$ cat src/hw/vseq_pkg.sv
// Vector sequencer package

package vseq_pkg;

  // Register file geometry
  localparam int NrVReg  = 8;
  // Instructions in flight at once
  localparam int NrVInsn = 4;

  // One 32-bit element, also used for scalar operands and results
  typedef logic [31:0] elem_t;
  // Vector register index
  typedef logic [2:0] vreg_t;
  // Instruction id
  typedef logic [1:0] vid_t;
  // One bit per instruction id
  typedef logic [NrVInsn-1:0] vmask_t;

  // Supported vector operations
  typedef enum logic [2:0] {
    VMV_SX,
    VID,
    VADD_VV,
    VXOR_VV,
    VADD_VX,
    VMUL_VV,
    VREDSUM
  } op_e;

  // Sequencer handshake states
  typedef enum logic [1:0] {
    IDLE,
    ISSUE,
    WAIT_SCALAR,
    ACKED
  } seq_state_e;

  // Op reads vs1
  function automatic logic uses_vs1(op_e op);
    return (op == VADD_VV) || (op == VXOR_VV) || (op == VMUL_VV);
  endfunction

  // Op reads vs2
  function automatic logic uses_vs2(op_e op);
    return (op == VADD_VV) || (op == VXOR_VV) || (op == VADD_VX) ||
           (op == VMUL_VV) || (op == VREDSUM);
  endfunction

  // Op writes vd, the reduction answers with a scalar instead
  function automatic logic uses_vd(op_e op);
    return op != VREDSUM;
  endfunction

endpackage
$ cat src/hw/reduction_unit.sv
// Sum reduction unit
`timescale 1ns/10ps

module reduction_unit import vseq_pkg::*; #(
  parameter int unsigned NrLanes = 4
) (
  input  logic                 clk_i,
  input  logic                 rst_ni,
  // Request broadcast, only VREDSUM matters here
  input  logic                 pe_valid_i,
  input  vid_t                 pe_id_i,
  input  op_e                  pe_op_i,
  input  elem_t                pe_scalar_i,
  // Lane partials
  input  elem_t [NrLanes-1:0]  part_i,
  input  logic [NrLanes-1:0]   part_valid_i,
  output logic                 ready_o,
  output vmask_t               done_o,
  output elem_t                sum_o,
  output logic                 sum_valid_o
);

  logic               start, all_in;
  logic               busy_q, sum_valid_q;
  logic [NrLanes-1:0] arrived_d, arrived_q;
  vid_t               id_q;
  elem_t              acc_d, acc_q;
  vmask_t             done_d, done_q;

  assign start = pe_valid_i && (pe_op_i == VREDSUM);

  // Add this cycle's partials, sum wraps at 32 bits
  always_comb begin : p_accumulate
    acc_d     = acc_q;
    arrived_d = arrived_q;
    for (int unsigned l = 0; l < NrLanes; l++) begin
      if (part_valid_i[l]) begin
        acc_d        = acc_d + part_i[l];
        arrived_d[l] = 1'b1;
      end
    end
  end

  assign all_in = busy_q && (&arrived_d);

  always_comb begin : p_done
    done_d = '0;
    if (all_in) done_d[id_q] = 1'b1;
  end

  always_ff @(posedge clk_i or negedge rst_ni) begin : p_ctrl_ff
    if (!rst_ni) begin
      busy_q      <= 1'b0;
      arrived_q   <= '0;
      sum_valid_q <= 1'b0;
      done_q      <= '0;
    end else begin
      if (start) begin
        busy_q    <= 1'b1;
        arrived_q <= '0;
      end else if (all_in) begin
        busy_q    <= 1'b0;
        arrived_q <= '0;
      end else begin
        arrived_q <= arrived_d;
      end
      sum_valid_q <= all_in;
      done_q      <= done_d;
    end
  end

  // Accumulator seeded with the scalar operand, held after completion
  always_ff @(posedge clk_i) begin : p_data_ff
    if (start) begin
      id_q  <= pe_id_i;
      acc_q <= pe_scalar_i;
    end else if (busy_q) begin
      acc_q <= acc_d;
    end
  end

  assign ready_o     = !busy_q;
  assign done_o      = done_q;
  assign sum_o       = acc_q;
  assign sum_valid_o = sum_valid_q;

endmodule

$ cat config.mk
export PLATFORM = sky130hd
export DESIGN_NAME = reduction_unit
export DESIGN_NICKNAME = d
export VERILOG_FILES = /design/src/hw/vseq_pkg.sv /design/src/hw/reduction_unit.sv
export SDC_FILE = /design/constraint.sdc
export NUM_CORES = 1
export LEC_CHECK = 0
export CELL_PAD_IN_SITES_DETAIL_PLACEMENT = 0
export CELL_PAD_IN_SITES_GLOBAL_PLACEMENT = 2
export CORE_MARGIN = 4
export CORE_UTILIZATION = 38
export DETAILED_ROUTE_END_ITERATION = 10
export DONT_BUFFER_PORTS = 1
export PLACE_DENSITY_LB_ADDON = 0.1
export SLEW_MARGIN = 30
export SYNTH_ARGS = -nofsm -noshare
export SYNTH_HDL_FRONTEND = slang
export SYNTH_SLANG_ARGS = --single-unit
$ cat constraint.sdc
create_clock -name clk_i -period 10.5 [get_ports clk_i]
set_input_delay 0.525 -clock clk_i [delete_from_list [all_inputs] [get_ports clk_i]]
set_output_delay 0.525 -clock clk_i [all_outputs]
set_load 0.02 [all_outputs]
After elaboration in Yosys (flattened, before gate mapping)
Index checks and enable logic that the tools add are counted.
Cells by class
  add/subtract/negate cells: 4
  $mul: 0
  div/mod/pow operators: 0
  magnitude comparators: 2
  eq/ne operators: 1
  shifts and indexed selects: 0
  mux-type cells: 17
  bitwise gates (word level): 0
  reductions and logical operators: 7
Operators with widths (number)
  two-way mux 32 bit: 6
  adder 32 bit: 4
  two-way mux 4 bit: 3
  two-way mux 1 bit: 7
  AND reduction 4 bit: 1
  nonzero test 2 bit: 2
  equality test 3 bit, second input constant: 1
  logical AND 1 bit: 3
  less-than comparator 2 x 3 -> 1 bit, second input constant: 1
  demux 1 bit (select 2 bit): 1
  >= comparator 2 x 1 -> 1 bit, second input constant: 1
  logical NOT 1 bit: 1
Word-level totals
  register bits after elaboration: 44
  bits in latches: 0
  memory bits (writable): 0
  bits in read-only memories: 0
  bits of input ports: 172
  output and inout port bits: 38
  logic and storage cells: 37
  memories: 0

Logic depth before layout (Yosys ltp)
  depth in word-level cells: 10
  gate-level depth with buffers: 41
  gate-level depth less buffers: 41

Worst setup path after synthesis
OpenSTA, ideal clock, no wires.
  path type: flip-flop to flip-flop
  from: register acc_q[0] (netlist: sum_o[0])
  to: register acc_q[31] (netlist: sum_o[31]), data pin
  setup time: 270 ps
  arrival: 7830 ps
  required time: 10230 ps
  path slack: 2399 ps
  stages on the path, launching flop included: 41
  path buffers: 1
  period minus slack after synthesis: 8101 ps
  cells stage by stage: edfxtp_1 > ha_1 > fa_1 > a21oi_1 > o21ai_0 > a21oi_1 > xnor2_1 > mux2_2 > ha_1 > a2111oi_0 > inv_1 > o211ai_1 > nand2b_1 > a21o_1 > and3_1 > nor2b_1 > xor2_1 > o21ai_1 > [5 not listed] > nor2_1 > o21ai_0 > a31oi_1 > o21ai_0 > xor2_1 > mux2_2 > ha_1 > nand3_1 > nor3b_1 > a31oi_1 > o211a_1 > nor3_1 > a41oi_1 > o21ai_1 > xor2_1 > nand2_1 > xnor2_1 > a21oi_1
Between the ends
  word-level cells in the longest chain between the ends: 10
Ends and longest elaborated chain
  from (decl): RTL line reduction_unit.sv:27  | elem_t acc_d, acc_q;
  from (signal assigned): RTL line reduction_unit.sv:76  | acc_q <= pe_scalar_i;
  adder 32 bit: RTL line reduction_unit.sv:38  | acc_d = acc_d + part_i[l];
  two-way mux 32 bit (*): RTL line reduction_unit.sv:37  | if (part_valid_i[l]) begin
  adder 32 bit: RTL line reduction_unit.sv:38
  two-way mux 32 bit (*): RTL line reduction_unit.sv:37
  adder 32 bit: RTL line reduction_unit.sv:38
  two-way mux 32 bit (*): RTL line reduction_unit.sv:37
  adder 32 bit: RTL line reduction_unit.sv:38
  two-way mux 32 bit (*): RTL line reduction_unit.sv:37
  two-way mux 32 bit (*): RTL line reduction_unit.sv:77  | end else if (busy_q) begin
  two-way mux 32 bit (*): RTL line reduction_unit.sv:74  | if (start) begin
Mark *: on every way between the ends. The rest lies on a longest branch, timed or not. The select of a mux whose other input is x is not followed.
A chain may end at the register's enable or synchronous reset.

Final worst setup path
Ends and elaborated chain as after synthesis.

==> results.cfg <==
[status]
status = completed

[setup_path]
crit_type = reg -> reg
cp_data_arrival_time_ns = 9.21
r2r-start = sum_o[0]$_DFFE_PP_
crit_fanout = 8
cp-start-kind = flop
crit_start = sum_o[0]$_DFFE_PP_
crit_required_ns = 10.53
crit_path_end_kind = flop
critPathMaxStageDelay_ns = 0.52
path_common_cell = ha_1
crit_path_top_delay_cell = edfxtp_1

[floorplan]
dieArea_mm2 = 0.0281
die_x_um = 168
start_util_pct = 38.6
row_count = 58
boundaryPins = 210
die_y_um = 168
coreArea_mm2 = 0.0251

[layout]
antenna_cells = 0
area_delta_synth_final_pct = 4.34
layout-drive-gt1-share_pct = 5.87
num-nets-final = 1552
final-instance-count-excl-fill = 1574
fill_cells = 2713

[hold_path]
worst_hold_path_type = in -> reg
min_from = pe_id_i[1]

[grt]
grt_pass1_wl_um = 50600
overflow = 0
grt_usage_pct = 22.7
antenna_found_initial = 0
first_global_vias = 8752
grt_max_degree = 45

[place]
io_buffers = 0
placed_cells = 1565
gp_congestion = 0.891
dpl.hpwl_um = 28600

[timing]
fin_tns_setup_ns = 0
slew_violations = 0
final_hold_viol_count = 0
fin_crit_sh_pct = 87.5
rsz0062_at_grt = false
worst_pin_slew_ns = 0.863
clock.fmax_mhz = 109
clock-skew-final_ns = 0.0116
period_needed_ns = 9.18
slew_headroom_pct = 42.4
setup_viol = 0

[logic_synthesis]
yosysMostFrequentCell = a21oi_1
yosysSeqAreaShare_pct = 13.1
ys_types = 81
synth-async-reset-ratio_pct = 22.7
netlist_top_cells_area = ha_1 17%, edfxtp_1 11%, a21oi_1 7.1%
synth_top_area_share_pct = 17.2
yosys-top-cells-count = 138 x a21oi_1, 133 x ha_1, 125 x nand2_1
syn_area_mm2 = 0.00969
syn_area_per_cell_um2 = 7.60
syn-num-nets = 1584
ys_warn_count = 0
synth_edf_count = 34
yosysTopAreaCell = ha_1
synth-seq-cells = 44
ys.flop_type = edfxtp_1
syn_inst = 1275

[clock_network]
clkLatencyLatePin_ns = 0.29
post-cts-setup-buffers = 0
cts_buffers = 5
clock_path_buffers = 2
root_buffer = clkbuf_16
cts_tree = built
clkSinkCount = 44
cts_max_level = 2
clkTransAtPathRegs_ns = 0.07

[route]
via_per_inst = 5.84
drt_iter0_markers = 785
drt-total-wl_um = 33500
drc_errors = 0
wire_per_inst_um = 21.3
via_count = 9198
antenna_left = 0
firstDrtPassIters = 5

[pwr]
power_density_mw_per_mm2 = 311
total_power_mw = 3.14
ir_drop_mv = 0.206
leakagePower_nw = 4.26

[run]
drv_cap = 0
cell type report:
cell class / instances / area, um^2 / area share [%]
multi-input cells: 1138 / 8070 / 79.8
well taps: 330 / 413 / 4.09
flip-flops and latches: 44 / 1270 / 12.6
inverters: 51 / 191 / 1.89
clock inverters: 2 / 11.3 / 0.111
clock buffers: 6 / 129 / 1.28
repair buffers: 3 / 25.0 / 0.248
repair_timing:
item / 4_1_cts / 5_1_grt
hold endpoints to repair: 10 / 0
hold buffers: 1 / 0
gates resized for setup: 0 / 0
worst paths after layout:
path                            slack, ns                     end  depth (start not counted)
max in group asynchronous            9.57  arrived_q[2]$_DFF_PN0_                          1
worst max register to register       1.32     sum_o[31]$_DFFE_PP_                         39
min in group asynchronous            0.61      busy_q$_DFFE_PN0P_                          1
worst min-delay path                 0.32       id_q[1]$_DFFE_PP_                          0
worst min register to register       0.50  arrived_q[2]$_DFF_PN0_                          2
worst max-delay path                 1.32     sum_o[31]$_DFFE_PP_                         39
state kept, by name, indices dropped and copies added, names as in the netlist:
register     count
arrived_q        4
busy_q           1
done_o           4
id_q             2
sum_o           32
sum_valid_o      1
power by group:
group          internal [mW]  switching, mW  leakage, nW  total (mW)
combinational           1.14           1.51         3.75        2.65
sequential             0.259         0.0780        0.436       0.337
clock                 0.0880         0.0656       0.0712       0.154
total                   1.49           1.66         4.26        3.14
placed cells by master, fill, tap and decap left out, drive strengths merged, types with 20 or more instances in the layout:
cell type    n
a21oi      140
ha         133
nand2      125
nor2       116
o21ai       89
xnor2       67
a21o        52
inv         50
mux2        41
xor2        39
edfxtp      34
o21a        24
a31oi       24
nand3       22
a211oi      22
o211ai      20
cell families (layout without fill, tap and decap cells):
| group | after synthesis | in the layout | synth area share, % |
|---|---|---|---|
| DFF | 44 | 44 | 13.1 |
| adders and majority gates | 137 | 137 | 18.0 |
| xor gates and xnor gates | 106 | 106 | 9.59 |
| buffers and inverters | 93 | 62 | 3.60 |
| and+or+nand+nor | 375 | 375 | 17.9 |
| AOI/OAI and AO/OA | 470 | 470 | 32.1 |
| muxes | 50 | 50 | 5.74 |
per-layer routing:
metal | share of wire, % | vias to the layer above | track usage [%]
met1 | 50 | 4189 | 34.4
li1 | - | 4729 | -
met2 | 41 | 263 | 34.0
met5 | 0 | - | 0
met3 | 7.2 | 17 | 3.80
met4 | 1.3 | 0 | 4.38
stage by stage:
| stage | util, % | setup slack, ns | instance area [um^2] | hold slack [ns] |
|---|---|---|---|---|
| 3_3_place_gp | 39.7 | 1.38 | 9960 | 0.230 |
| 3_5_place_dp | 39.7 | 1.34 | 9960 | 0.230 |
| 5_1_grt | 40.2 | 0.460 | 10100 | 0.315 |
| 6_report | 40.2 | 1.32 | 10100 | 0.323 |
| 4_1_cts | 40.2 | 1.31 | 10100 | 0.316 |
| 2_1_floorplan | - | 2.40 | 9690 | 0.229 |
critical path: cells and delay by family (launching register included):
family                     cells  cell delay (ns)
AOI/OAI and AO/OA             16             3.24
xor gates and xnor gates       5             0.74
and+or+nand+nor               10             1.88
DFF                            1             0.52
muxes                          2             0.58
adders and majority gates      5             1.87
buffers and inverters          1             0.09
Note: power is estimated with default switching activity, not from simulation.
