<file path="config.mk">
export PLATFORM = sky130hd
export DESIGN_NAME = vector_lane
export DESIGN_NICKNAME = d
export VERILOG_FILES = /design/src/hw/vseq_pkg.sv /design/src/hw/vector_lane.sv
export SDC_FILE = /design/constraint.sdc
export NUM_CORES = 2
export LEC_CHECK = 0
export CAP_MARGIN = 20
export CORE_MARGIN = 4
export CORE_UTILIZATION = 55
export DETAILED_ROUTE_END_ITERATION = 10
export DONT_BUFFER_PORTS = 1
export PLACE_DENSITY = 0.75
export SYNTH_ARGS = -nofsm -noshare
export SYNTH_HDL_FRONTEND = slang
export SYNTH_SLANG_ARGS = --single-unit
</file>
<file path="constraint.sdc">
create_clock -name clk_i -period 8.2 [get_ports clk_i]
set_input_delay 1.64 -clock clk_i [delete_from_list [all_inputs] [get_ports clk_i]]
set_output_delay 1.64 -clock clk_i [all_outputs]
set_load 0.05 [all_outputs]
</file>
<file path="src/hw/vseq_pkg.sv">
// Vector sequencer package

package vseq_pkg;

  // Register file geometry
  localparam int NrVReg  = 8;
  // Instructions in flight at once
  localparam int NrVInsn = 4;

  // One 32-bit element, also used for scalar operands and results
  typedef logic [31:0] elem_t;
  // Vector register index
  typedef logic [2:0] vreg_t;
  // Instruction id
  typedef logic [1:0] vid_t;
  // One bit per instruction id
  typedef logic [NrVInsn-1:0] vmask_t;

  // Supported vector operations
  typedef enum logic [2:0] {
    VMV_SX,
    VID,
    VADD_VV,
    VXOR_VV,
    VADD_VX,
    VMUL_VV,
    VREDSUM
  } op_e;

  // Sequencer handshake states
  typedef enum logic [1:0] {
    IDLE,
    ISSUE,
    WAIT_SCALAR,
    ACKED
  } seq_state_e;

  // Op reads vs1
  function automatic logic uses_vs1(op_e op);
    return (op == VADD_VV) || (op == VXOR_VV) || (op == VMUL_VV);
  endfunction

  // Op reads vs2
  function automatic logic uses_vs2(op_e op);
    return (op == VADD_VV) || (op == VXOR_VV) || (op == VADD_VX) ||
           (op == VMUL_VV) || (op == VREDSUM);
  endfunction

  // Op writes vd, the reduction answers with a scalar instead
  function automatic logic uses_vd(op_e op);
    return op != VREDSUM;
  endfunction

endpackage
</file>
<file path="src/hw/vector_lane.sv">
// Vector lane
`timescale 1ns/10ps

module vector_lane import vseq_pkg::*; #(
  parameter int unsigned LaneIdx    = 0,
  parameter int unsigned MulLatency = 3
) (
  input  logic   clk_i,
  input  logic   rst_ni,
  // Request broadcast
  input  logic   pe_valid_i,
  input  vid_t   pe_id_i,
  input  op_e    pe_op_i,
  input  vreg_t  pe_vd_i,
  input  vreg_t  pe_vs1_i,
  input  vreg_t  pe_vs2_i,
  input  elem_t  pe_scalar_i,
  input  vmask_t pe_hz_vs1_i,
  input  vmask_t pe_hz_vs2_i,
  input  vmask_t pe_hz_vd_i,
  input  vmask_t running_i,
  output logic   ready_o,
  output vmask_t done_o,
  // Partial sum toward the reduction unit
  output elem_t  part_o,
  output logic   part_valid_o
);

  // This lane's slice of the register file
  elem_t vreg_q [NrVReg];

  // Issue register
  logic   iq_valid_q;
  vid_t   iq_id_q;
  op_e    iq_op_q;
  vreg_t  iq_vd_q, iq_vs1_q, iq_vs2_q;
  elem_t  iq_scalar_q;
  vmask_t iq_hz_q;

  logic  iq_is_mul, path_free, hz_clear, release_insn;
  elem_t opa, opb, alu_res;

  // Single ALU stage
  logic  alu_valid_q, alu_red_q;
  vid_t  alu_id_q;
  vreg_t alu_vd_q;
  elem_t alu_res_q;

  // Multiplier pipeline
  logic [MulLatency-1:0] mul_valid_q;
  vid_t  mul_id_q  [MulLatency];
  vreg_t mul_vd_q  [MulLatency];
  elem_t mul_res_q [MulLatency];

  vmask_t done_d, done_q;

  assign ready_o   = !iq_valid_q;
  assign iq_is_mul = (iq_op_q == VMUL_VV);
  // Only one op per path in flight
  assign path_free = iq_is_mul ? !(|mul_valid_q) : !alu_valid_q;
  // Wait until every id we depend on has finished everywhere
  assign hz_clear     = !(|(iq_hz_q & running_i));
  assign release_insn = iq_valid_q && hz_clear && path_free;

  assign opa = vreg_q[iq_vs1_q];
  assign opb = vreg_q[iq_vs2_q];

  always_comb begin : p_alu
    case (iq_op_q)
      VMV_SX:  alu_res = iq_scalar_q;
      VID:     alu_res = elem_t'(LaneIdx);
      VADD_VV: alu_res = opb + opa;
      VXOR_VV: alu_res = opb ^ opa;
      VADD_VX: alu_res = opb + iq_scalar_q;
      // VREDSUM forwards its vs2 element as partial
      default: alu_res = opb;
    endcase
  end

  always_ff @(posedge clk_i or negedge rst_ni) begin : p_ctrl_ff
    if (!rst_ni) begin
      iq_valid_q  <= 1'b0;
      alu_valid_q <= 1'b0;
      alu_red_q   <= 1'b0;
      mul_valid_q <= '0;
      done_q      <= '0;
    end else begin
      if (pe_valid_i) iq_valid_q <= 1'b1;
      else if (release_insn) iq_valid_q <= 1'b0;
      alu_valid_q    <= release_insn && !iq_is_mul;
      alu_red_q      <= release_insn && (iq_op_q == VREDSUM);
      mul_valid_q[0] <= release_insn && iq_is_mul;
      for (int s = 1; s < MulLatency; s++) begin
        mul_valid_q[s] <= mul_valid_q[s-1];
      end
      done_q <= done_d;
    end
  end

  always_ff @(posedge clk_i) begin : p_data_ff
    if (pe_valid_i) begin
      iq_id_q     <= pe_id_i;
      iq_op_q     <= pe_op_i;
      iq_vd_q     <= pe_vd_i;
      iq_vs1_q    <= pe_vs1_i;
      iq_vs2_q    <= pe_vs2_i;
      iq_scalar_q <= pe_scalar_i;
      // The lane gates on the union of all three masks
      iq_hz_q     <= pe_hz_vs1_i | pe_hz_vs2_i | pe_hz_vd_i;
    end
    alu_id_q  <= iq_id_q;
    alu_vd_q  <= iq_vd_q;
    alu_res_q <= alu_res;
    mul_id_q[0]  <= iq_id_q;
    mul_vd_q[0]  <= iq_vd_q;
    // Low 32 bits of the product
    mul_res_q[0] <= opa * opb;
    for (int s = 1; s < MulLatency; s++) begin
      mul_id_q[s]  <= mul_id_q[s-1];
      mul_vd_q[s]  <= mul_vd_q[s-1];
      mul_res_q[s] <= mul_res_q[s-1];
    end
    // Both paths may write in the same cycle to different registers
    if (alu_valid_q && !alu_red_q) vreg_q[alu_vd_q] <= alu_res_q;
    if (mul_valid_q[MulLatency-1]) begin
      vreg_q[mul_vd_q[MulLatency-1]] <= mul_res_q[MulLatency-1];
    end
  end

  // Completion one cycle after the write or the partial handover
  always_comb begin : p_done
    done_d = '0;
    if (alu_valid_q) done_d[alu_id_q] = 1'b1;
    if (mul_valid_q[MulLatency-1]) done_d[mul_id_q[MulLatency-1]] = 1'b1;
  end

  assign done_o       = done_q;
  assign part_o       = alu_res_q;
  assign part_valid_o = alu_valid_q && alu_red_q;

endmodule

</file>
* Yosys cells after proc, flatten, opt, wreduce, memory -nomap -nowiden
Memories as Yosys holds them, arrays and structs flattened. A register that Yosys moved wholly into a read port is not among the register bits. Cells that the tools add are included.
Storage, ports and cells: bits in registers 97, RAM bits 367, input bits 65, output and inout port bits 38, logic and storage cells 72, memories 4
Memory list:
- vreg_q | depth 8, width 32, rd ports 2, clocked after memory_dff 2, write ports 2, RTL line vector_lane.sv:30 | elem_t vreg_q [NrVReg];
- mul_res_q | depth 3, width 32, rd ports 3, clocked after memory_dff 0, write ports 3, RTL line vector_lane.sv:53 | elem_t mul_res_q [MulLatency];
- mul_vd_q | depth 3, width 3, rd ports 3, clocked after memory_dff 0, write ports 3, RTL line vector_lane.sv:52 | vreg_t mul_vd_q [MulLatency];
- mul_id_q | depth 3, width 2, rd ports 3, clocked after memory_dff 0, write ports 3, RTL line vector_lane.sv:51 | vid_t mul_id_q [MulLatency];
Operators by class: $add $sub $neg 2, $mul 1, magnitude comparators 4, equal/unequal tests 6, multiplexer cells 16, bitwise logic cells 5, reduce and logical (&&, ||, !) cells 19
Operators with widths (number):
- $pmux 32 s5 | 1
- $add 32x32->32 | 2
- $mul 32x32->32 | 1
- $xor 32x32->32 | 1
- $or 4x4->4 | 3
- $eq 3x3->1 const B | 3
- $logic_and 1x1->1 | 9
- $mux 1 | 9
- $mux 4 | 2
- $eq 3x2->1 const B | 2
- $logic_not 1->1 | 6
- $lt 2x3->1 const B | 2
- $mux 3 | 2
- $and 4x4->4 | 1
- $demux 1 s2 | 2
- $ge 2x1->1 const B | 2
- $reduce_or 4->1 | 1
- $eq 3x1->1 const B | 1
- $logic_not 3->1 | 1
- $reduce_or 3->1 | 1
- $reduce_bool 2->1 | 1

* Longest topological paths before layout
word-level depth 7, gate-level depth with buffers 34, mapped depth without buffers 29

* Worst setup path after synthesis
Ideal clock, no wire load.
kind register to register, start reg with a tool-made name, end mem mul_res_q[0][30] (netlist bit), library setup time 0.072 ns, arrival time 8.064 ns, data required time 8.128 ns, path slack 0.063 ns, cell stages (with the launch flop) 33, buffers on the path 6, clock period less this slack 8.137 ns, cells stage by stage dfxtp_1 buf_6 buf_12 buf_12 buf_12 buf_12 mux4_2 mux2i_1 clkbuf_1 nor2_1 fa_1 inv_1 fa_1 fa_1 fa_1 inv_1 fa_1 inv_1 fa_1 inv_1 fa_1 fa_1 ha_1 a21o_1 a21oi_1 o21bai_1 a21o_1 a221oi_1 o21ai_0 a21o_1 a41o_1 a21oi_1 xnor2_1
RTL lines (RTL line):
- to (decl) | vector_lane.sv:53

==> impl_metrics.tcl <==
set metrics [dict create \
    seq_area_frac_synth_pct 32.35 \
    dpl_worst_slack_ps -521.7 \
    worstHoldStart "mul_res_q[0][9]" \
    die_area_um2 74110 \
    dr_wl_met3_mm 13.98 \
    max-cap-violations 0 \
    async_reset_ff_share_pct 2.151 \
    ys_ff_latch 465 \
    syn_avg_cell_area_um2 11.27 \
    cts_buffers 49 \
    fmax_mhz 125.3 \
    critPathTopFamily "adder cells" \
    first_pass_iters 8 \
    avgViaCountPerCell 6.239 \
    drtIter0Drc 3566 \
    drt-total-wl_mm 123.8 \
    dpl.hpwl_mm 89.06 \
    path_max_fanout 19 \
    root_buffer "clkbuf_16" \
    slew_headroom_pct 38.00 \
    start_util_pct 55.70 \
    grt_max_degree 64 \
    skew_ps 68.33 \
    setup_viol 0 \
    worst_setup_path_start_kind "flip-flop" \
    fill_cells 5357 \
    stdcell_area_um2 43230 \
    cts_tree "built" \
    io_buffers 0 \
    critPathBufInv 7 \
    place_area_um2 40640 \
    min_path_type "flip-flop to flip-flop" \
    drt-wirelength-per-cell_um 27.49 \
    path_class "flip-flop to flip-flop" \
    endpoint_kind "flip-flop" \
    die_width_um 272.2 \
    grt_overflow 0 \
    place.gp.congestion 0.9972 \
    outcome "complete, no violations" \
    synth_cells 3409 \
    core.rowCount 96 \
    core_area_um2 68950 \
    grt_antenna_before_repair 6 \
    yosysWarningCount 0 \
    antennaDiodeCount 0 \
    antenna_left 0 \
    worst_path_max_delay_cell "fa_1" \
    ctsLongestPathBuffers 3 \
    syn-num-nets 4053 \
    cts.sinks 465 \
    ys.flop_type "edfxtp_1" \
    critPathRequiredTime_ps 8700 \
    min_period_over_period_pct 97.29 \
    grt_pass1_vias 29140 \
    fin_crit_ps 7978 \
    drt-met1-wl_mm 46.16 \
    io_pins 103 \
    grt_pass1_wl_mm 184.4 \
    synth-edff-count 306 \
    drc 0 \
    synthDistinctLibCells 80 \
    vias 28100 \
    h-tree-depth 2 \
    path_clk_slew_ps 60 \
    tightest_slew_ps 928.8 \
    max_stage_delay_ps 510 \
    wl_met2_mm 54.67 \
    slew_viol_final 0 \
    crit_top_cell "fa_1" \
    worstPathArrival_ps 8480 \
    synth_area_um2 38400 \
    insertion_delay_ps 650 \
    grt.total_usage_pct 33.37 \
    setup_ws_ps 222.2 \
    fin_nets 4175 \
    drive_gt1_share_pct 23.57 \
    topRoutingLayerUsed "met5" \
    whs_ps 317.3 \
    hold_viol 0 \
    die_y_um 272.2 \
    syn_to_final_growth_pct 12.58 \
]
cell usage in the layout (no fill, tap or decap), types with 84 or more instances in the layout:
cell type,synthesis,final
a21oi_1,111,107
nor2_1,327,325
buf_4,2,192
nand2_1,297,296
edfxtp_1,306,306
fa_1,409,408
mux2_2,319,318
inv_1,448,445
dfxtp_1,149,143
ha_1,170,168
xnor2_1,85,84
mux4_2,84,86
cell type report:
class / count / area [um^2] / share of cell area, %
Inverter: 473 / 1803 / 4.170
Clock inverter: 24 / 334.1 / 0.7727
Timing Repair Buffer: 246 / 2376 / 5.496
Tap cell: 931 / 1165 / 2.694
Clock buffer: 68 / 1461 / 3.380
Multi-Input combinational cell: 2296 / 23660 / 54.73
Sequential cell: 465 / 12430 / 28.76
layer usage:
layer / up-vias / global-route usage, %
li1: 11720 / -
met3: 402 / 7.620
met4: 6 / 19.06
met5: - / 0
met2: 1820 / 50.79
met1: 14150 / 44.37
state kept, by name (all words and copies together), names as in the netlist, 4 cells and up, named ones only:
register and cells:
done_o 4, iq_hz_q 4, iq_scalar_q 32, mul_id_q 5, mul_res_q 96, mul_vd_q 7
part_o 32, vreg_q 256
worst register-to-register path: cells and delay by family (launching register included):
family,cells,cell delay [ps]
AO/OA/AOI/OAI,9,1880
XOR/XNOR,1,180
adder cells (fa/ha/maj),9,3700
buffers and inverters,7,1190
flip-flops,1,430
multiplexers,1,340
AND/OR/NAND/NOR,1,120
logic make-up after synthesis:
family | count (synthesis) | synth area share [%]
compound gates | 369 | 6.350
xor+xnor | 115 | 2.678
fa+ha+maj | 579 | 26.86
buf+inv | 648 | 6.936
flops | 465 | 32.35
mux | 485 | 16.78
simple gates | 748 | 8.047
worst paths after layout:
path / to / slack [ps] / depth (start not counted)
min reg2reg: mul_res_q[0][41] / 320 / 0
max reg2reg: mul_res_q[0][28] / 220 / 28
min in group asynchronous: done_o[2] / 680 / 0
max: mul_res_q[0][28] / 220 / 28
min: mul_res_q[0][41] / 320 / 0
max in group asynchronous: mul_valid_q[0] / 7440 / 0
what timing repair did:
| action | 4_1_cts | 5_1_grt |
|---|---|---|
| hold buffers | 0 | 0 |
| resized for setup | 18 | 64 |
| hold endpoints to repair | 0 | 0 |
| pin swaps | 1 | 16 |
| setup buffers | 4 | 37 |
| gates cloned | 0 | 6 |
| setup endpoints to repair | 7 | 7 |
synthesized netlist by cell type, types with 8 or more instances:
cell type | instances | area (um^2)
inv_1 | 448 | 1682
fa_1 | 409 | 8188
nor2_1 | 327 | 1227
mux2_2 | 319 | 3592
edfxtp_1 | 306 | 9189
nand2_1 | 297 | 1115
ha_1 | 170 | 2127
dfxtp_1 | 149 | 2983
clkbuf_1 | 130 | 488.0
a21oi_1 | 111 | 555.5
xnor2_1 | 85 | 744.5
mux4_2 | 84 | 1892
o21ai_0 | 69 | 345.3
mux2i_1 | 65 | 650.6
a21o_1 | 33 | 247.7
and2_1 | 33 | 206.5
xor2_1 | 28 | 245.2
o22ai_1 | 23 | 143.9
nand3_1 | 18 | 90.09
buf_2 | 17 | 85.08
a221o_1 | 16 | 160.2
nor3_1 | 16 | 80.08
clkinv_1 | 15 | 56.30
nand2b_1 | 15 | 93.84
nor2b_1 | 15 | 93.84
a22oi_1 | 13 | 97.59
o221ai_1 | 12 | 105.1
a221oi_1 | 11 | 96.34
a31oi_1 | 11 | 68.82
buf_6 | 11 | 123.9
dfrtp_1 | 10 | 250.2
inv_2 | 10 | 37.54
o21bai_1 | 9 | 67.56
o21a_1 | 8 | 60.06
metrics by stage:
stage | util, % | TNS [ps] | instances
after global routing | 62.71 | -115.2 | 4503
after floorplan | - | 0 | 3409
after CTS | 61.72 | 0 | 4460
final | 62.71 | 0 | 4503
after detailed placement | 58.94 | -2011 | 4364
after global placement | 58.94 | -877.2 | 4364
Power is left out: the tool's default activity adds up to more than one toggle a clock period on the data nets, which glitch-free logic cannot reach.
