**config.mk**
```make
export PLATFORM = sky130hd
export DESIGN_NAME = vinsn_sequencer
export DESIGN_NICKNAME = d
export VERILOG_FILES = /design/src/hw/vseq_pkg.sv /design/src/hw/vinsn_sequencer.sv
export SDC_FILE = /design/constraint.sdc
export NUM_CORES = 1
export LEC_CHECK = 0
export BUFFER_PORTS_ARGS = -buffer_cell sky130_fd_sc_hd__buf_2
export CELL_PAD_IN_SITES_DETAIL_PLACEMENT = 1
export CELL_PAD_IN_SITES_GLOBAL_PLACEMENT = 2
export CORE_ASPECT_RATIO = 1.4
export CORE_MARGIN = 5
export CORE_UTILIZATION = 34
export CTS_CLUSTER_SIZE = 40
export DETAILED_ROUTE_END_ITERATION = 10
export HOLD_SLACK_MARGIN = 0.12
export PLACE_DENSITY = 0.77
export SYNTH_ARGS = -nofsm -noshare
export SYNTH_HDL_FRONTEND = slang
export SYNTH_SLANG_ARGS = --single-unit
```
**constraint.sdc**
```tcl
create_clock -name clk_i -period 4.1 [get_ports clk_i]
set_clock_uncertainty 0.2 [all_clocks]
set_input_delay 0.82 -clock clk_i [delete_from_list [all_inputs] [get_ports clk_i]]
set_output_delay 0.82 -clock clk_i [all_outputs]
set_load 0.02 [all_outputs]
```
**src/hw/vseq_pkg.sv**
```systemverilog
// Vector sequencer package

package vseq_pkg;

  // Register file geometry
  localparam int NrVReg  = 8;
  // Instructions in flight at once
  localparam int NrVInsn = 4;

  // One 32-bit element, also used for scalar operands and results
  typedef logic [31:0] elem_t;
  // Vector register index
  typedef logic [2:0] vreg_t;
  // Instruction id
  typedef logic [1:0] vid_t;
  // One bit per instruction id
  typedef logic [NrVInsn-1:0] vmask_t;

  // Supported vector operations
  typedef enum logic [2:0] {
    VMV_SX,
    VID,
    VADD_VV,
    VXOR_VV,
    VADD_VX,
    VMUL_VV,
    VREDSUM
  } op_e;

  // Sequencer handshake states
  typedef enum logic [1:0] {
    IDLE,
    ISSUE,
    WAIT_SCALAR,
    ACKED
  } seq_state_e;

  // Op reads vs1
  function automatic logic uses_vs1(op_e op);
    return (op == VADD_VV) || (op == VXOR_VV) || (op == VMUL_VV);
  endfunction

  // Op reads vs2
  function automatic logic uses_vs2(op_e op);
    return (op == VADD_VV) || (op == VXOR_VV) || (op == VADD_VX) ||
           (op == VMUL_VV) || (op == VREDSUM);
  endfunction

  // Op writes vd, the reduction answers with a scalar instead
  function automatic logic uses_vd(op_e op);
    return op != VREDSUM;
  endfunction

endpackage
```
**src/hw/vinsn_sequencer.sv**
```systemverilog
// Vector instruction sequencer
`timescale 1ns/10ps

module vinsn_sequencer import vseq_pkg::*; #(
  parameter int unsigned NrLanes = 4
) (
  input  logic                 clk_i,
  input  logic                 rst_ni,
  // Dispatcher, four-phase req/ack
  input  logic                 req_i,
  input  op_e                  op_i,
  input  vreg_t                vd_i,
  input  vreg_t                vs1_i,
  input  vreg_t                vs2_i,
  input  elem_t                scalar_i,
  output logic                 ack_o,
  output elem_t                result_o,
  // Request broadcast to the processing elements
  output logic                 pe_valid_o,
  output vid_t                 pe_id_o,
  output op_e                  pe_op_o,
  output vreg_t                pe_vd_o,
  output vreg_t                pe_vs1_o,
  output vreg_t                pe_vs2_o,
  output elem_t                pe_scalar_o,
  output vmask_t               pe_hz_vs1_o,
  output vmask_t               pe_hz_vs2_o,
  output vmask_t               pe_hz_vd_o,
  output vmask_t               running_o,
  // Lane feedback
  input  logic [NrLanes-1:0]   lane_ready_i,
  input  vmask_t [NrLanes-1:0] lane_done_i,
  // Reduction unit feedback
  input  logic                 red_ready_i,
  input  vmask_t               red_done_i,
  input  elem_t                red_sum_i,
  input  logic                 red_sum_valid_i
);

  // Lanes first, reduction unit last
  localparam int unsigned NrPEs = NrLanes + 1;

  // Running ids per processing element
  vmask_t [NrPEs-1:0] pe_running_d, pe_running_q;
  vmask_t [NrPEs-1:0] pe_done;

  vid_t       next_id;
  logic       id_free;
  logic       issue;
  seq_state_e state_d, state_q;
  logic       ack_d, ack_q;
  elem_t      result_d, result_q;

  // Last reader and last writer of each vector register
  vid_t [NrVReg-1:0] rd_id_d, rd_id_q, wr_id_d, wr_id_q;
  logic [NrVReg-1:0] rd_vld_d, rd_vld_q, wr_vld_d, wr_vld_q;
  vmask_t            hz_vs1_d, hz_vs2_d, hz_vd_d;

  // Registered broadcast
  logic   pe_valid_q;
  vid_t   pe_id_q;
  op_e    pe_op_q;
  vreg_t  pe_vd_q, pe_vs1_q, pe_vs2_q;
  elem_t  pe_scalar_q;
  vmask_t pe_hz_vs1_q, pe_hz_vs2_q, pe_hz_vd_q;

  assign pe_done = {red_done_i, lane_done_i};

  always_comb begin : p_running
    running_o = '0;
    for (int unsigned p = 0; p < NrPEs; p++) begin
      running_o |= pe_running_q[p];
    end
  end

  // Lowest free id, the last hit of a downward scan wins
  always_comb begin : p_next_id
    next_id = '0;
    id_free = 1'b0;
    for (int i = NrVInsn - 1; i >= 0; i--) begin
      if (!running_o[i]) begin
        next_id = vid_t'(i);
        id_free = 1'b1;
      end
    end
  end

  // Every element must be able to take the request
  assign issue = (state_q == ISSUE) && (&lane_ready_i) && red_ready_i && id_free;

  always_comb begin : p_hazards
    rd_id_d  = rd_id_q;
    wr_id_d  = wr_id_q;
    hz_vs1_d = '0;
    hz_vs2_d = '0;
    hz_vd_d  = '0;
    // Drop entries whose instruction is gone
    for (int v = 0; v < NrVReg; v++) begin
      rd_vld_d[v] = rd_vld_q[v] & running_o[rd_id_q[v]];
      wr_vld_d[v] = wr_vld_q[v] & running_o[wr_id_q[v]];
    end
    // RAW on the sources
    if (uses_vs1(op_i) && wr_vld_d[vs1_i]) hz_vs1_d[wr_id_d[vs1_i]] = 1'b1;
    if (uses_vs2(op_i) && wr_vld_d[vs2_i]) hz_vs2_d[wr_id_d[vs2_i]] = 1'b1;
    if (uses_vd(op_i)) begin
      // WAR, wait for the last reader of vd
      if (rd_vld_d[vd_i]) begin
        hz_vs1_d[rd_id_d[vd_i]] = 1'b1;
        hz_vs2_d[rd_id_d[vd_i]] = 1'b1;
      end
      // WAW
      if (wr_vld_d[vd_i]) hz_vd_d[wr_id_d[vd_i]] = 1'b1;
    end
    // Record the new access after the masks are built
    if (issue) begin
      if (uses_vd(op_i)) begin
        wr_id_d[vd_i]  = next_id;
        wr_vld_d[vd_i] = 1'b1;
      end
      if (uses_vs1(op_i)) begin
        rd_id_d[vs1_i]  = next_id;
        rd_vld_d[vs1_i] = 1'b1;
      end
      if (uses_vs2(op_i)) begin
        rd_id_d[vs2_i]  = next_id;
        rd_vld_d[vs2_i] = 1'b1;
      end
    end
  end

  always_comb begin : p_running_next
    for (int unsigned p = 0; p < NrPEs; p++) begin
      pe_running_d[p] = pe_running_q[p] & ~pe_done[p];
    end
    if (issue) begin
      // Every op touches all lanes
      for (int unsigned l = 0; l < NrLanes; l++) begin
        pe_running_d[l][next_id] = 1'b1;
      end
      if (op_i == VREDSUM) pe_running_d[NrLanes][next_id] = 1'b1;
    end
  end

  always_comb begin : p_fsm
    state_d  = state_q;
    ack_d    = ack_q;
    result_d = result_q;
    case (state_q)
      IDLE: begin
        if (req_i) state_d = ISSUE;
      end
      ISSUE: begin
        // Stays here under back-pressure
        if (issue) state_d = (op_i == VREDSUM) ? WAIT_SCALAR : ACKED;
      end
      WAIT_SCALAR: begin
        if (red_sum_valid_i) begin
          result_d = red_sum_i;
          ack_d    = 1'b1;
          state_d  = ACKED;
        end
      end
      ACKED: begin
        // First cycle here follows the broadcast pulse
        if (!ack_q) begin
          ack_d = 1'b1;
        end else if (!req_i) begin
          ack_d   = 1'b0;
          state_d = IDLE;
        end
      end
      default: state_d = IDLE;
    endcase
  end

  always_ff @(posedge clk_i or negedge rst_ni) begin : p_ctrl_ff
    if (!rst_ni) begin
      state_q      <= IDLE;
      ack_q        <= 1'b0;
      pe_valid_q   <= 1'b0;
      pe_running_q <= '0;
      rd_vld_q     <= '0;
      wr_vld_q     <= '0;
    end else begin
      state_q      <= state_d;
      ack_q        <= ack_d;
      pe_valid_q   <= issue;
      pe_running_q <= pe_running_d;
      rd_vld_q     <= rd_vld_d;
      wr_vld_q     <= wr_vld_d;
    end
  end

  always_ff @(posedge clk_i) begin : p_data_ff
    result_q <= result_d;
    rd_id_q  <= rd_id_d;
    wr_id_q  <= wr_id_d;
    if (issue) begin
      pe_id_q     <= next_id;
      pe_op_q     <= op_i;
      pe_vd_q     <= vd_i;
      pe_vs1_q    <= vs1_i;
      pe_vs2_q    <= vs2_i;
      pe_scalar_q <= scalar_i;
      pe_hz_vs1_q <= hz_vs1_d;
      pe_hz_vs2_q <= hz_vs2_d;
      pe_hz_vd_q  <= hz_vd_d;
    end
  end

  assign ack_o       = ack_q;
  assign result_o    = result_q;
  assign pe_valid_o  = pe_valid_q;
  assign pe_id_o     = pe_id_q;
  assign pe_op_o     = pe_op_q;
  assign pe_vd_o     = pe_vd_q;
  assign pe_vs1_o    = pe_vs1_q;
  assign pe_vs2_o    = pe_vs2_q;
  assign pe_scalar_o = pe_scalar_q;
  assign pe_hz_vs1_o = pe_hz_vs1_q;
  assign pe_hz_vs2_o = pe_hz_vs2_q;
  assign pe_hz_vd_o  = pe_hz_vd_q;

endmodule

```
* Yosys cells after proc, flatten, opt, wreduce, memory -nomap -nowiden
Index checks and enable logic that the tools add are counted.
** Storage, ports and cells
- Bits of input ports :: 105
- Output and inout port bits :: 96
- Logic and storage cells :: 257
- Bits in registers :: 162
** Cells by class
- Equal/unequal tests :: 14
- $lt $le $gt $ge :: 32
- Reductions and logical operators :: 26
- Bitwise gates (word level) :: 40
- Mux-type cells :: 109
** Operators by type and width (number)
- $lt 2x3->1 const B :: 21
- $bwmux 16 :: 3
- $mux 16 :: 3
- $mux 8 :: 6
- $or 4x4->4 :: 11
- $mux 1 :: 36
- $bmux 1 s2 :: 16
- $mux 2 :: 16
- $mux 4 :: 7
- $bmux 2 s3 :: 4
- $or 8x8->8 :: 3
- $and 4x4->4 :: 5
- $mux 20 :: 1
- $not 4->4 :: 5
- $demux 2 s3 :: 3
- $and 1x1->1 :: 16
- $logic_and 1x1->1 :: 13
- $bmux 1 s3 :: 4
- $lt 3x4->1 const B :: 3
- $demux 1 s2 :: 5
- $ge 2x1->1 const B :: 5
- $ne 2x2->1 const B :: 5
- $demux 1 s3 :: 3
- $eq 3x3->1 const B :: 3
- other kinds (13) :: 24

* Longest topological paths before layout
- Depth in word-level cells :: 15
- Mapped depth :: 10
- Depth with buffers taken out :: 9

* Worst setup path after synthesis
Ideal clock, no wire load.
- Path type :: reg-to-reg
- Start :: register pe_running_q[13] in the netlist's numbering
- End :: register wr_id_q[0] in the netlist's numbering (enable)
- Clock period less this slack :: 3.407 ns
- Arrival time :: 2.871 ns
- Data required time :: 3.564 ns
- Setup slack :: 0.693 ns
- Path buffers :: 1
- Setup time :: 0.336 ns
- Cell stages (with the launch flop) :: 8
- Cell sequence :: dfrtp_1 > or4_1 > nor2_1 > buf_2 > o41ai_2 > inv_2 > nand3_1 > nor3_1
** Between the ends
- Cells in the longest elaborated chain, start to end :: 6
** Ends and longest elaborated chain
- start: declaration :: RTL line vinsn_sequencer.sv:44 : vmask_t [NrPEs-1:0] pe_running_d, pe_running_q;
- start signal: assignment :: RTL line vinsn_sequencer.sv:188 : pe_running_q <= pe_running_d;
- $or 4x4->4 (2 in a row) :: RTL line vinsn_sequencer.sv:72 : running_o |= pe_running_q[p];
- $mux 1 (2 in a row) :: RTL line vinsn_sequencer.sv:81 : if (!running_o[i]) begin
- $logic_and 1x1->1 :: RTL line vinsn_sequencer.sv:89 : assign issue = (state_q == ISSUE) && (&lane_ready_i) && red_ready_i && id_free;
- named net issue :: RTL line vinsn_sequencer.sv:49 : logic issue;
- $reduce_and 2->1 (no source line)
- end signal: assignment :: RTL line vinsn_sequencer.sv:197 : wr_id_q <= wr_id_d;
- end: declaration :: RTL line vinsn_sequencer.sv:55 : vid_t [NrVReg-1:0] rd_id_d, rd_id_q, wr_id_d, wr_id_q;
The timed path passes the listed nets, and every way through them passes these cells.
A chain may end at the register's enable or synchronous reset.

* Worst setup path after layout
- Start :: register pe_running_q[19] in the netlist's numbering
- End :: output running_o[3]
** Between the ends
- Cells in the longest elaborated chain, start to end :: 1
** Ends and longest elaborated chain
- $or 4x4->4 :: RTL line vinsn_sequencer.sv:72
- end: declaration :: RTL line vinsn_sequencer.sv:29 : output vmask_t running_o,
Every way passes these cells.

==> metrics.yaml <==
drt:
  ant_nets: 0
  drc: 0
  firstDrtPassIters: 4
  avgViaCountPerCell: 5.36
  avgRoutedWirePerCell_microns: 20.7
  drt_iter0_markers: 304
  vias: 5576
  drt_wl_total_mm: 21.6
sta:
  slew_headroom_pct: 31.7
  worst_pin_slew_ns: 1.02
  grt_setup_unrepaired: "false"
  setup_viol: 0
  finalCritPeriodShare_pct: 82.1
  holdWs_ns: 0.321
  drv_slew: 0
  fin_setup_tns_ns: 0
  hold_violations: 0
  period_minus_slack_ns: 3.37
  max_freq_ghz: 0.297
placed_design:
  io_buffers: 200
  placed_cells: 1008
  placed_cell_area_sq_um: 8610
  hpwl_mm: 16.3
  gp_congestion: 0.868
synthesis:
  synth_enable_flop_cells: 122
  synthCells: 562
  synth_top_family_by_area: "compound AO/OA/AOI/OAI gates"
  synthFlopType: "edfxtp_1"
  synth_mux_area_share_pct: 9.25
  synth.top_cell.area_share_pct: 50.1
  synth_common_cells: "edfxtp_1, nand2_1, dfrtp_1, nor2_1, o21ai_0"
  yosysTopAreaCell: "edfxtp_1"
  synthSimpleGateAreaFrac_pct: 11.2
  synthAdderAreaFrac_pct: 0.855
  synth.most_common_cell: "edfxtp_1"
  yosys_register_bits: 162
  synth_compound_area_share_pct: 11.8
  ys_types: 63
  synthXorXnorAreaFrac_pct: 0
  synth_warnings: 0
  async_flop_share_pct: 24.7
  synth_area_leaders: "edfxtp_1, dfrtp_1, mux4_2"
  avgSynthCellArea_sq_um: 13.0
  syn_nets: 672
  yosysSeqAreaShare_pct: 63.8
  synth_area_sq_um: 7310
global_routing:
  track_usage_pct: 17.7
  grt_pass1_wl_mm: 33.5
  antenna_found_initial: 1
  grt.overflow.total: 0
  grt_max_degree: 80
  grt_pass1_vias: 6098
run:
  drv_cap: 0
final_layout:
  final_cells: 1041
  syn_to_final_growth_pct: 26.1
  nets: 877
  drive_gt1_share_pct: 35.8
  finalInstanceArea_sq_um: 9220
  fin_util_pct: 43.5
cts:
  postCtsSetupRepairBufs: 0
  holdBufCountCts: 0
  cts_max_path_buffers: 2
  clock-root-buffer: "clkbuf_16"
  cts_tree: "built"
  path_clk_slew_ns: 0.06
  ctsResizeCount: 0
  numCtsBuffers: 17
  clock_sinks: 162
  clock_latency_ns: 0.44
  htreeDepth: 4
floorplan:
  io_pins: 201
  die-area_sq_um: 24600
  die_h_microns: 184
  fp.coreArea_sq_um: 21200
  die_x_microns: 134
  start_util_pct: 34.5
  num_rows: 63
critical_path:
  crit_required_ns: 3.08
  cp.arrival_ns: 2.35
  cp_max_fo: 11
  crit_type: "flip-flop to output pin"
  cp-start-kind: "flip-flop"
  end_kind: "output pin"
worst_hold_path:
  hold_path_class: "flip-flop to flip-flop"
status:
  status: "complete, no violations"
power:
  power_leakage_nw: 3.71
  power_per_cell_area_nw_per_um2: 433
  ir_drop_mv: 0.279
final timing paths:
check                            startpoint            end  slack, ns  depth (start not counted)
max                        pe_running_q[19]   running_o[3]       0.73                          4
min                             rd_vld_q[2]    rd_vld_q[2]       0.32                          2
max reg2reg                pe_running_q[19]  pe_hz_vd_o[0]       0.76                          8
min reg2reg                     rd_vld_q[2]    rd_vld_q[2]       0.32                          2
max in group asynchronous            rst_ni    wr_vld_q[0]       2.70                          1
min in group asynchronous            rst_ni    rd_vld_q[6]       0.36                          1
cell families (layout without fill, tap and decap cells):
family | Yosys count | count (layout)
and+or+nand+nor | 164 | 164
muxes | 48 | 48
AOI/OAI and AO/OA | 124 | 124
buffers and inverters | 59 | 277
other | 0 | 1
DFF | 162 | 162
adders and majority gates | 5 | 5
power by group:
| part | switching, mW | internal [mW] | total [mW] |
|---|---|---|---|
| logic | 0.333 | 0.175 | 0.509 |
| clock network | 0.631 | 0.964 | 1.60 |
| registers | 0.0321 | 1.86 | 1.89 |
layer usage:
layer  routed length (microns)  up-vias  part of all wire [%]  GRT usage, %
met3                      1350       42                   6.3          4.65
met1                      8160     2787                    38          19.2
met2                     11400      188                    53          31.8
li1                          -     2559                     -             -
met4                       656        0                   3.0          8.97
met5                         0        -                     0             0
placed cells by master (no fill, tap or decap), drive strengths merged, types with 7 or more instances in the layout:
cell | netlist | routed
nand2 | 44 | 44
mux4 | 14 | 14
a211oi | 7 | 7
a21oi | 14 | 14
mux2 | 17 | 17
o21ai | 39 | 39
mux2i | 17 | 17
buf | 7 | 206
inv | 37 | 38
nand2b | 15 | 15
edfxtp | 122 | 122
nor3 | 17 | 17
nand4 | 7 | 7
dfrtp | 40 | 40
nor2 | 38 | 38
clkbuf | 13 | 28
nand3 | 16 | 16
a221oi | 8 | 8
layout make-up:
| type | count | area (sq um) |
|---|---|---|
| Inverter | 39 | 148 |
| Tap cell | 260 | 325 |
| Sequential cell | 162 | 4660 |
| Fill cell | 2293 | 12000 |
| Antenna cell | 1 | 2.50 |
| Timing Repair Buffer | 206 | 1060 |
| Clock buffer | 28 | 576 |
| Clock inverter | 4 | 31.3 |
| Multi-Input combinational cell | 341 | 2420 |
registers in the layout (all words and copies together), names as in the netlist, 4 cells and up:
register and cells:
pe_scalar_o 32, result_o 32, pe_hz_vd_o 4, rd_id_q 16, pe_hz_vs2_o 4, pe_hz_vs1_o 4
rd_vld_q 8, pe_running_q 20, wr_vld_q 8, wr_id_q 16
through the flow:
stage / total power [mW] / setup slack (ns)
2_1_floorplan: 2.23 / 0.693
3_3_place_gp: 2.41 / 0.910
3_5_place_dp: 2.44 / 0.768
4_1_cts: 4.05 / 0.694
5_1_grt: 4.17 / 0.519
6_report: 4.00 / 0.732
worst max-delay path, stage by stage, from the launching register on:
cell	delay, ns
dfrtp_1	0.38
nor3_1	0.30
and2_1	0.51
clkinv_1	0.43
buf_2	0.29
Power figures use the tool's default switching activity.
